`src/logic/adder_pkg.sv`:
```
package adder_pkg;

	localparam int DATA_W = 32;  // operand and result width
	localparam int LANES  = 4;   // number of adder lanes
	localparam int LANE_W = 2;   // lane index width, log2 of LANES
	localparam int CMD_W  = 5;

	// command codes, anything not listed is invalid
	typedef enum logic [CMD_W-1:0]
	{
		ADD    = 5'h00,
		SUB    = 5'h01,
		NEG    = 5'h02,
		COUT   = 5'h03,  // carry-out only
		SEXT8  = 5'h04,
		SEXT16 = 5'h05,
		MAX    = 5'h06,  // signed
		MIN    = 5'h07,  // signed
		UMAX   = 5'h08,
		UMIN   = 5'h09
	} adder_cmd_e;

	// one operation as it enters the cluster
	typedef struct packed
	{
		adder_cmd_e        cmd;
		logic [DATA_W-1:0] data_0;
		logic [DATA_W-1:0] data_1;
	} adder_req_t;

	typedef struct packed
	{
		logic zf;  // result is zero
		logic pf;  // result bit 0
		logic of;  // signed overflow
		logic sf;  // result sign
		logic cf;  // carry out of bit 31
	} adder_flags_t;

	// result word with its flags
	typedef struct packed
	{
		logic [DATA_W-1:0] data;
		adder_flags_t      flags;
	} adder_rsp_t;

endpackage

```
`src/logic/adder_dispatch.sv`:
```
module adder_dispatch (
	input  logic                             clock,
	input  logic                             arst_n,
	input  logic                             in_valid,
	input  adder_pkg::adder_req_t            in_req,
	output logic                             in_ready,
	output logic [adder_pkg::LANES-1:0]      lane_in_valid,
	output adder_pkg::adder_req_t            lane_req,
	input  logic [adder_pkg::LANES-1:0]      lane_in_ready
);

	import adder_pkg::*;

	logic [LANE_W-1:0] issue_ptr;  // lane whose turn it is
	logic              in_fire;

	// ready follows the lane at the pointer only
	assign in_ready = lane_in_ready[issue_ptr];
	assign in_fire  = in_valid && in_ready;

	// request word goes to every lane, valid to one
	assign lane_req = in_req;

	always_comb
	begin
		lane_in_valid            = '0;
		lane_in_valid[issue_ptr] = in_valid;
	end

	// step to the next lane on each accepted request
	always_ff @(posedge clock or negedge arst_n)
	begin
		if (!arst_n)
		begin
			issue_ptr <= '0;
		end
		else if (in_fire)
		begin
			if (issue_ptr == LANE_W'(LANES - 1))
			begin
				issue_ptr <= '0;  // wrap back to lane 0
			end
			else
			begin
				issue_ptr <= issue_ptr + 1'b1;
			end
		end
	end

endmodule

```
`src/logic/adder_lane.sv`:
```
module adder_lane (
	input  logic                  clock,
	input  logic                  arst_n,
	input  logic                  in_valid,
	input  adder_pkg::adder_req_t req,
	output logic                  in_ready,
	output logic                  out_valid,
	output adder_pkg::adder_rsp_t rsp,
	input  logic                  out_ready
);

	import adder_pkg::*;

	logic [DATA_W:0]   op_0;      // zero-extended, bit 32 catches the carry
	logic [DATA_W:0]   op_1;
	logic [DATA_W:0]   sum;
	logic              is_sub;
	logic              add_of;
	logic              sub_of;
	logic [DATA_W-1:0] neg_data;
	logic [DATA_W-1:0] sext8_data;
	logic [DATA_W-1:0] sext16_data;
	logic              s_ge;      // data_0 >= data_1, signed
	logic              s_le;
	logic              u_ge;      // data_0 >= data_1, unsigned
	logic              u_le;
	adder_flags_t      arith_flags;
	adder_rsp_t        result;
	adder_rsp_t        rsp_q;
	logic              full_q;
	logic              accept;
	logic              drain;

	// shared 33-bit adder, SUB feeds the two's complement of data_1
	assign is_sub = (req.cmd == SUB);
	assign op_0   = {1'b0, req.data_0};

	always_comb
	begin
		if (is_sub)
		begin
			op_1 = {1'b0, ~req.data_1} + 33'd1;
		end
		else
		begin
			op_1 = {1'b0, req.data_1};
		end
	end

	assign sum = op_0 + op_1;

	// overflow, add: same operand signs but result sign flips
	assign add_of = (req.data_0[DATA_W-1] == req.data_1[DATA_W-1])
		&& (req.data_0[DATA_W-1] != sum[DATA_W-1]);
	// sub: signs differ and the result leaves data_0's sign
	assign sub_of = (req.data_0[DATA_W-1] != req.data_1[DATA_W-1])
		&& (req.data_0[DATA_W-1] != sum[DATA_W-1]);

	always_comb
	begin
		arith_flags.zf = (sum[DATA_W-1:0] == '0);
		arith_flags.pf = sum[0];  // just bit 0, no real parity
		arith_flags.of = is_sub ? sub_of : add_of;
		arith_flags.sf = sum[DATA_W-1];
		arith_flags.cf = sum[DATA_W];
	end

	assign neg_data    = ~req.data_0 + 1'b1;
	assign sext8_data  = {{(DATA_W-8){req.data_1[7]}}, req.data_1[7:0]};
	assign sext16_data = {{(DATA_W-16){req.data_1[15]}}, req.data_1[15:0]};

	// comparisons, ties resolve to data_0
	assign s_ge = ($signed(req.data_0) >= $signed(req.data_1));
	assign s_le = ($signed(req.data_0) <= $signed(req.data_1));
	assign u_ge = (req.data_0 >= req.data_1);
	assign u_le = (req.data_0 <= req.data_1);

	// command decode, only ADD, SUB and COUT carry flags
	always_comb
	begin
		result = '0;  // invalid codes give all zero
		case (req.cmd)
			ADD, SUB:
			begin
				result.data  = sum[DATA_W-1:0];
				result.flags = arith_flags;
			end
			COUT:
			begin
				result.data  = {{(DATA_W-1){1'b0}}, sum[DATA_W]};
				result.flags = arith_flags;
			end
			NEG:    result.data = neg_data;
			SEXT8:  result.data = sext8_data;
			SEXT16: result.data = sext16_data;
			MAX:    result.data = s_ge ? req.data_0 : req.data_1;
			MIN:    result.data = s_le ? req.data_0 : req.data_1;
			UMAX:   result.data = u_ge ? req.data_0 : req.data_1;
			UMIN:   result.data = u_le ? req.data_0 : req.data_1;
			default:
			begin
				result = '0;
			end
		endcase
	end

	// one-entry holding register, refill allowed while draining
	assign drain    = full_q && out_ready;
	assign in_ready = !full_q || out_ready;
	assign accept   = in_valid && in_ready;

	always_ff @(posedge clock or negedge arst_n)
	begin
		if (!arst_n)
		begin
			full_q <= 1'b0;
		end
		else if (accept)
		begin
			full_q <= 1'b1;
		end
		else if (drain)
		begin
			full_q <= 1'b0;
		end
	end

	always_ff @(posedge clock)
	begin
		if (accept)
		begin
			rsp_q <= result;
		end
	end

	assign out_valid = full_q;
	assign rsp       = rsp_q;

endmodule

```
`src/logic/adder_collect.sv`:
```
module adder_collect (
	input  logic                                        clock,
	input  logic                                        arst_n,
	input  logic [adder_pkg::LANES-1:0]                 lane_out_valid,
	input  adder_pkg::adder_rsp_t [adder_pkg::LANES-1:0] lane_rsp,
	output logic [adder_pkg::LANES-1:0]                 lane_out_ready,
	output logic                                        out_valid,
	output adder_pkg::adder_rsp_t                       out_rsp,
	input  logic                                        out_ready
);

	import adder_pkg::*;

	logic [LANE_W-1:0] drain_ptr;  // follows the same rotation as issue
	logic              out_fire;

	// present the lane at the pointer
	assign out_valid = lane_out_valid[drain_ptr];
	assign out_rsp   = lane_rsp[drain_ptr];
	assign out_fire  = out_valid && out_ready;

	always_comb
	begin
		lane_out_ready            = '0;
		lane_out_ready[drain_ptr] = out_ready;  // other lanes keep their result
	end

	always_ff @(posedge clock or negedge arst_n)
	begin
		if (!arst_n)
		begin
			drain_ptr <= '0;
		end
		else if (out_fire)
		begin
			if (drain_ptr == LANE_W'(LANES - 1))
			begin
				drain_ptr <= '0;
			end
			else
			begin
				drain_ptr <= drain_ptr + 1'b1;
			end
		end
	end

endmodule

```
`src/logic/adder_cluster.sv`:
```
module adder_cluster (
	input  logic                  clock,
	input  logic                  arst_n,
	input  logic                  in_valid,
	input  adder_pkg::adder_req_t in_req,
	output logic                  in_ready,
	output logic                  out_valid,
	output adder_pkg::adder_rsp_t out_rsp,
	input  logic                  out_ready
);

	import adder_pkg::*;

	// dispatcher to lanes
	logic [LANES-1:0]             lane_in_valid;
	logic [LANES-1:0]             lane_in_ready;
	adder_req_t                   lane_req;  // same word to every lane

	// lanes to collector
	logic [LANES-1:0]             lane_out_valid;
	logic [LANES-1:0]             lane_out_ready;
	adder_rsp_t [LANES-1:0]       lane_rsp;

	adder_dispatch i_adder_dispatch (
		.clock         (clock),
		.arst_n        (arst_n),
		.in_valid      (in_valid),
		.in_req        (in_req),
		.in_ready      (in_ready),
		.lane_in_valid (lane_in_valid),
		.lane_req      (lane_req),
		.lane_in_ready (lane_in_ready)
	);

	for (genvar i = 0; i < LANES; i++)
	begin : g_lane
		adder_lane i_adder_lane (
			.clock     (clock),
			.arst_n    (arst_n),
			.in_valid  (lane_in_valid[i]),
			.req       (lane_req),
			.in_ready  (lane_in_ready[i]),
			.out_valid (lane_out_valid[i]),
			.rsp       (lane_rsp[i]),
			.out_ready (lane_out_ready[i])
		);
	end

	adder_collect i_adder_collect (
		.clock          (clock),
		.arst_n         (arst_n),
		.lane_out_valid (lane_out_valid),
		.lane_rsp       (lane_rsp),
		.lane_out_ready (lane_out_ready),
		.out_valid      (out_valid),
		.out_rsp        (out_rsp),
		.out_ready      (out_ready)
	);

endmodule

```
`config.mk`:
```
export PLATFORM = sky130hd
export DESIGN_NAME = adder_cluster
export DESIGN_NICKNAME = d
export VERILOG_FILES = /design/src/logic/adder_pkg.sv /design/src/logic/adder_dispatch.sv /design/src/logic/adder_lane.sv /design/src/logic/adder_collect.sv /design/src/logic/adder_cluster.sv
export SDC_FILE = /design/constraint.sdc
export NUM_CORES = 1
export LEC_CHECK = 0
export BUFFER_PORTS_ARGS = -buffer_cell sky130_fd_sc_hd__buf_4
export CAP_MARGIN = 30
export CORE_ASPECT_RATIO = 0.9
export CORE_UTILIZATION = 58
export DETAILED_ROUTE_END_ITERATION = 8
export PLACE_DENSITY = 0.79
export REMOVE_ABC_BUFFERS = 1
export SYNTH_ARGS = -nofsm -noshare
export SYNTH_HDL_FRONTEND = slang
export SYNTH_SLANG_ARGS = --single-unit
```
`constraint.sdc`:
```
create_clock -name clock -period 9.5 [get_ports clock]
set_input_delay 0.475 -clock clock [delete_from_list [all_inputs] [get_ports clock]]
set_output_delay 0.475 -clock clock [all_outputs]
set_load 0.01 [all_outputs]
```
-- Word-level counts from Yosys, hierarchy flattened
Cells that the tools add are included.
- div/mod/pow operators: 0
- bitwise operators: 4
- equality and inequality tests: 14
- $add $sub $neg: 5
- shift-type cells: 0
- multipliers: 0
- mux-type cells: 28
- reductions and logical operators: 30
- order comparisons: 8
- operators with widths (kind ; count):
    $pmux W32 S9 ; 1
    $mux W32 ; 4
    $bmux W37 S2 ; 1
    $ge A32 B32 Y1 ; 2
    $le A32 B32 Y1 ; 2
    $not A32 Y32 ; 2
    $mux W37 ; 1
    $add A32 B1 Y33 const B ; 1
    $add A32 B33 Y33 ; 1
    $mux W33 ; 1
    $add A32 B1 Y32 const B ; 1
    $logic_not A32 Y1 ; 1
    $eq A5 B3 Y1 const B ; 4
    $logic_and A1 B1 Y1 ; 14
    $mux W1 ; 13
    $eq A5 B2 Y1 const B ; 2
    $eq A5 B4 Y1 const B ; 2
    $and A4 B4 Y4 ; 2
    $reduce_bool A2 Y1 ; 4
    $lt A2 B3 Y1 const B ; 2
    $eq A5 B1 Y1 const B ; 1
    $logic_not A5 Y1 ; 1
    $mux W5 ; 1
    $add A2 B1 Y2 const B ; 2
    11 further kinds ; 23
- output and inout bits: 39
- memory bits (writable): 0
- register bits after elaboration: 156
- latch bits: 0
- input bits: 73
- memories kept: 0
- memory bits (read-only): 0
- logic and storage cells: 119

-- Longest topological paths before layout
- depth in word-level cells: 9
- mapped depth: 18
- depth with buffers taken out: 17

-- Hierarchy
A second synthesis with hierarchy kept.
- cells, all modules: 3402
- area total of the unflattened synthesis: 26827.0 um2
- modules (own cells, without submodules) (module ; area each (um2) ; sequential area each (um2) ; cells each ; times used):
    adder_lane at g_lane[2].i_adder_lane ; 6289.8 ; 1136.1 ; 817 ; 1
    adder_lane at g_lane[0].i_adder_lane ; 6233.5 ; 1136.1 ; 794 ; 1
    adder_lane at g_lane[1].i_adder_lane ; 6218.5 ; 1136.1 ; 816 ; 1
    adder_lane at g_lane[3].i_adder_lane ; 6182.2 ; 1136.1 ; 809 ; 1
    adder_collect ; 1146.1 ; 50.0 ; 72 ; 1
    adder_dispatch ; 757.0 ; 50.0 ; 94 ; 1

-- Worst setup path before layout
No wires, ideal clock.
- path type: input-to-reg
- start point: input in_req[66] (netlist name)
- end point: register g_lane[0].i_adder_lane.rsp_q, in the netlist g_lane[0].i_adder_lane.rsp[4], data pin
- stages on the path: 16
- arrival time: 4.604 ns
- setup slack: 4.746 ns
- library setup time: 0.150 ns
- path buffers: 1
- data required time: 9.350 ns
- cell sequence: nor3_1 > nand2b_1 > nor2_1 > clkbuf_1 > o21ai_0 > xnor2_1 > ha_1 > a21oi_1 > o22ai_1 > a2111oi_0 > o31ai_1 > a41oi_1 > xnor2_1 > nor4_1 > nand4_1 > and4b_1
- RTL lines (what ; line ; text):
    start, declared ; adder_cluster.sv:5 ; input adder_pkg::adder_req_t in_req,
    end signal, assigned ; adder_lane.sv:132 ; rsp_q <= result;
    end, declared ; adder_lane.sv:29 ; adder_rsp_t rsp_q;

==> results.cfg <==
[finish]
layout-drive-gt1-share_pct = 19.04
final_area_um2 = 12570
final_util_pct = 68.49
nNetsFinal = 1276
nFillCells = 1395
antennaDiodeCount = 0
syn2layout_area_growth_pct = 15.88

[global_route]
grt_pass1_wl_um = 49870
antenna_found_initial = 0
grt_overflow = 0
grt_usage_pct = 34.34
grt_max_degree = 44
grt_pass1_vias = 8768

[power]
pwr-share-clk_pct = 24.3
power_mw = 2.613
p_per_area_nw_per_um2 = 208.0
p_leak_nw = 4.726
p_int_mw = 1.720
p_sw_mw = 0.8932
irDropWorstVdd_v = 0.0001320
p_sw_share_pct = 34.18
seq_power_share_pct = 36.2
combPwrFrac_pct = 39.5

[clock_network]
path_clk_slew_ps = 60
clock-root-buffer = clkbuf_16
cts_made_buffers = 17
postCtsSetupRepairBufs = 0
cts_tree = built
cts-resized-gates = 0
clk_path_buf_depth = 2
clk_latency_ps = 430
ctsHtreeMaxLevel = 4
cts_hold_buf = 1
cts_num_sinks = 156

[floorplan]
fp.dieW_um = 146.1
core_region_area_um2 = 18350
row_count = 47
fp.dieH_um = 131.7
die-area_um2 = 19250
io_pins = 112
initial_utilization_pct = 59.10

[synth]
synth_edf_count = 148
syn_avg_cell_area_um2 = 10.65
syn_area_um2 = 10840
synth_flop_cell = edfxtp_1
synth_top_cell_area_share_pct = 40.98
synth_top_area_cell = edfxtp_1
async_reset_ff_share_pct = 5.128
ys_top_cells_by_count = edfxtp_1 (148), nand2_1 (99), ha_1 (75), nor2_1 (73), a21oi_1 (64)
ys_ff_latch = 156
synth_cell_types = 66
ys_warn_count = 0
ys_top_cells_by_area = edfxtp_1 (41%), ha_1 (8.7%), mux4_2 (7.9%), xnor2_1 (4.7%), nand2_1 (3.4%)
ys_seq_area_share_pct = 42.83
synth_most_common_cell = edfxtp_1
synth_cells = 1018

[sta]
finalCriticalPeriod_ps = 6000
period_share_pct = 63.15
finalClockSkew_ps = 8.057
finalHoldWorstSlack_ps = 372.1
rsz0062_at_grt = false
worst_pin_slew_ps = 1091
relSlewSlack_pct = 27.09
fin_tns_setup_ps = 0
fmax_ghz = 0.1667
setup_violations = 0
timing.final.max_slew_violations = 0
hold_viol_final = 0

[setup_path]
crit_fanout = 26
worstPathCellList = buf_4 -> nor3_1 -> nand2b_1 -> nor2_1 -> buf_4 -> o41ai_1 -> xnor2_1 -> ha_1 -> a2111oi_0 -> o21ai_0 -> a21oi_1 -> o2111ai_1 -> a211oi_1 -> o21ai_0 -> a21oi_1 -> xor2_1 -> o2111ai_1
critPathTopFamily = compound AO/OA/AOI/OAI gates
slowest_stage = nor3_1
critical-path-max-stage-delay_ps = 750
worstPathArrival_ps = 6100
crit_type = input port to flip-flop
start_kind = input port
timing.critical_path.to_type = flip-flop
critPathBufInv = 2
required_ps = 9600

[detailed_routing]
dr.pass1.iters = 6
vias = 9437
drt-initial-drc-count = 1283
wl_per_cell_um = 23.56
ant_nets = 0
viasPerCell = 6.814
drcViolationCount = 0
drt-total-wl_um = 32630

[placement]
dpl_cell_area_um2 = 12010
io_buffers = 111
hpwl_um = 23860
finalWeightedCongestion = 1.012

[hold_path]
min_path_type = input port to flip-flop

[outcome]
status = complete, no violations

[run]
cap_viol_max_count = 0
-- kinds of logic (layout without fill, tap and decap cells) --
logic type               Yosys count  after routing  share of synthesized area [%]
AO/OA/AOI/OAI                    267            267                          16.56
XOR/XNOR                          69             69                          5.573
adder cells (fa/ha/maj)           76             76                          8.838
buffers and inverters             85            207                          2.954
flip-flops                       156            156                          42.83
multiplexers                      45             45                          8.584
AND/OR/NAND/NOR                  320            320                          14.66
-- path summary, 6_finish.rpt --
path	startpoint	endpoint	slack, ps	cells after the start
min in group asynchronous	arst_n	g_lane[0].i_adder_lane.out_valid	400	2
max in group asynchronous	arst_n	i_adder_collect.drain_ptr[1]	8960	2
min reg2reg	g_lane[2].i_adder_lane.out_valid	g_lane[2].i_adder_lane.out_valid	580	2
min	in_valid	g_lane[2].i_adder_lane.out_valid	370	3
max reg2reg	i_adder_collect.drain_ptr[0]	g_lane[3].i_adder_lane.rsp[12]	6620	5
max	in_req[66]	g_lane[0].i_adder_lane.rsp[36]	3500	17
-- per-layer routing --
metal	track usage, %	wire length [µm]	vias up
li1	-	-	4180
met1	49.38	13640	4516
met2	52.43	14730	665
met3	6.493	3430	76
met4	11.63	828	0
met5	0	0	-
-- cell type report --
type / instances / area [µm²] / share of cell area (%)
Multi-Input combinational cell: 777 / 5927 / 47.17
Tap cell: 245 / 306.5 / 2.440
Sequential cell: 156 / 4647 / 36.98
Clock buffer: 24 / 493.0 / 3.923
Inverter: 50 / 187.7 / 1.494
Clock inverter: 8 / 55.05 / 0.4381
Timing Repair Buffer: 125 / 949.7 / 7.558
-- metrics by stage --
stage / setup slack [ps] / instances
floorplan: 4217 / 983
global placement: 3460 / 1350
detailed placement: 3398 / 1352
CTS: 3784 / 1385
global route: 3419 / 1385
finish: 3500 / 1385
-- worst register-to-register path, cell delays in order, from the launching register on --
cell     delay, ps
dfrtp_2        340
buf_4          670
ha_1           350
nand2_1        140
a21oi_4        550
buf_4          470
-- layout by cell type, fill, tap and decap left out, types with 20 or more instances in the layout --
master	count
nand2_1	99
mux4_2	38
nor3_1	25
xnor2_1	58
nand3_1	30
a21oi_1	60
ha_1	75
nor2_1	72
o21ai_0	59
buf_4	122
a221o_1	20
inv_1	50
edfxtp_1	148
-- power groups by stage --
stage               Combinational [mW]  Sequential (mW)  Clock (mW)
CTS                               1.02            0.946       0.635
global placement                 0.955            0.974           0
detailed placement                1.01            0.957           0
global route                      1.10            0.955       0.665
finish                            1.03            0.945       0.635
floorplan                        0.565            0.988           0
-- state kept, by name (all words and copies together) (netlist names) --
| name | flops |
|---|---|
| g_lane.i_adder_lane.rsp | 148 |
| g_lane.i_adder_lane.out_valid | 4 |
| i_adder_collect.drain_ptr | 2 |
| i_adder_dispatch.issue_ptr | 2 |
Note: power is estimated with default switching activity, not from simulation.
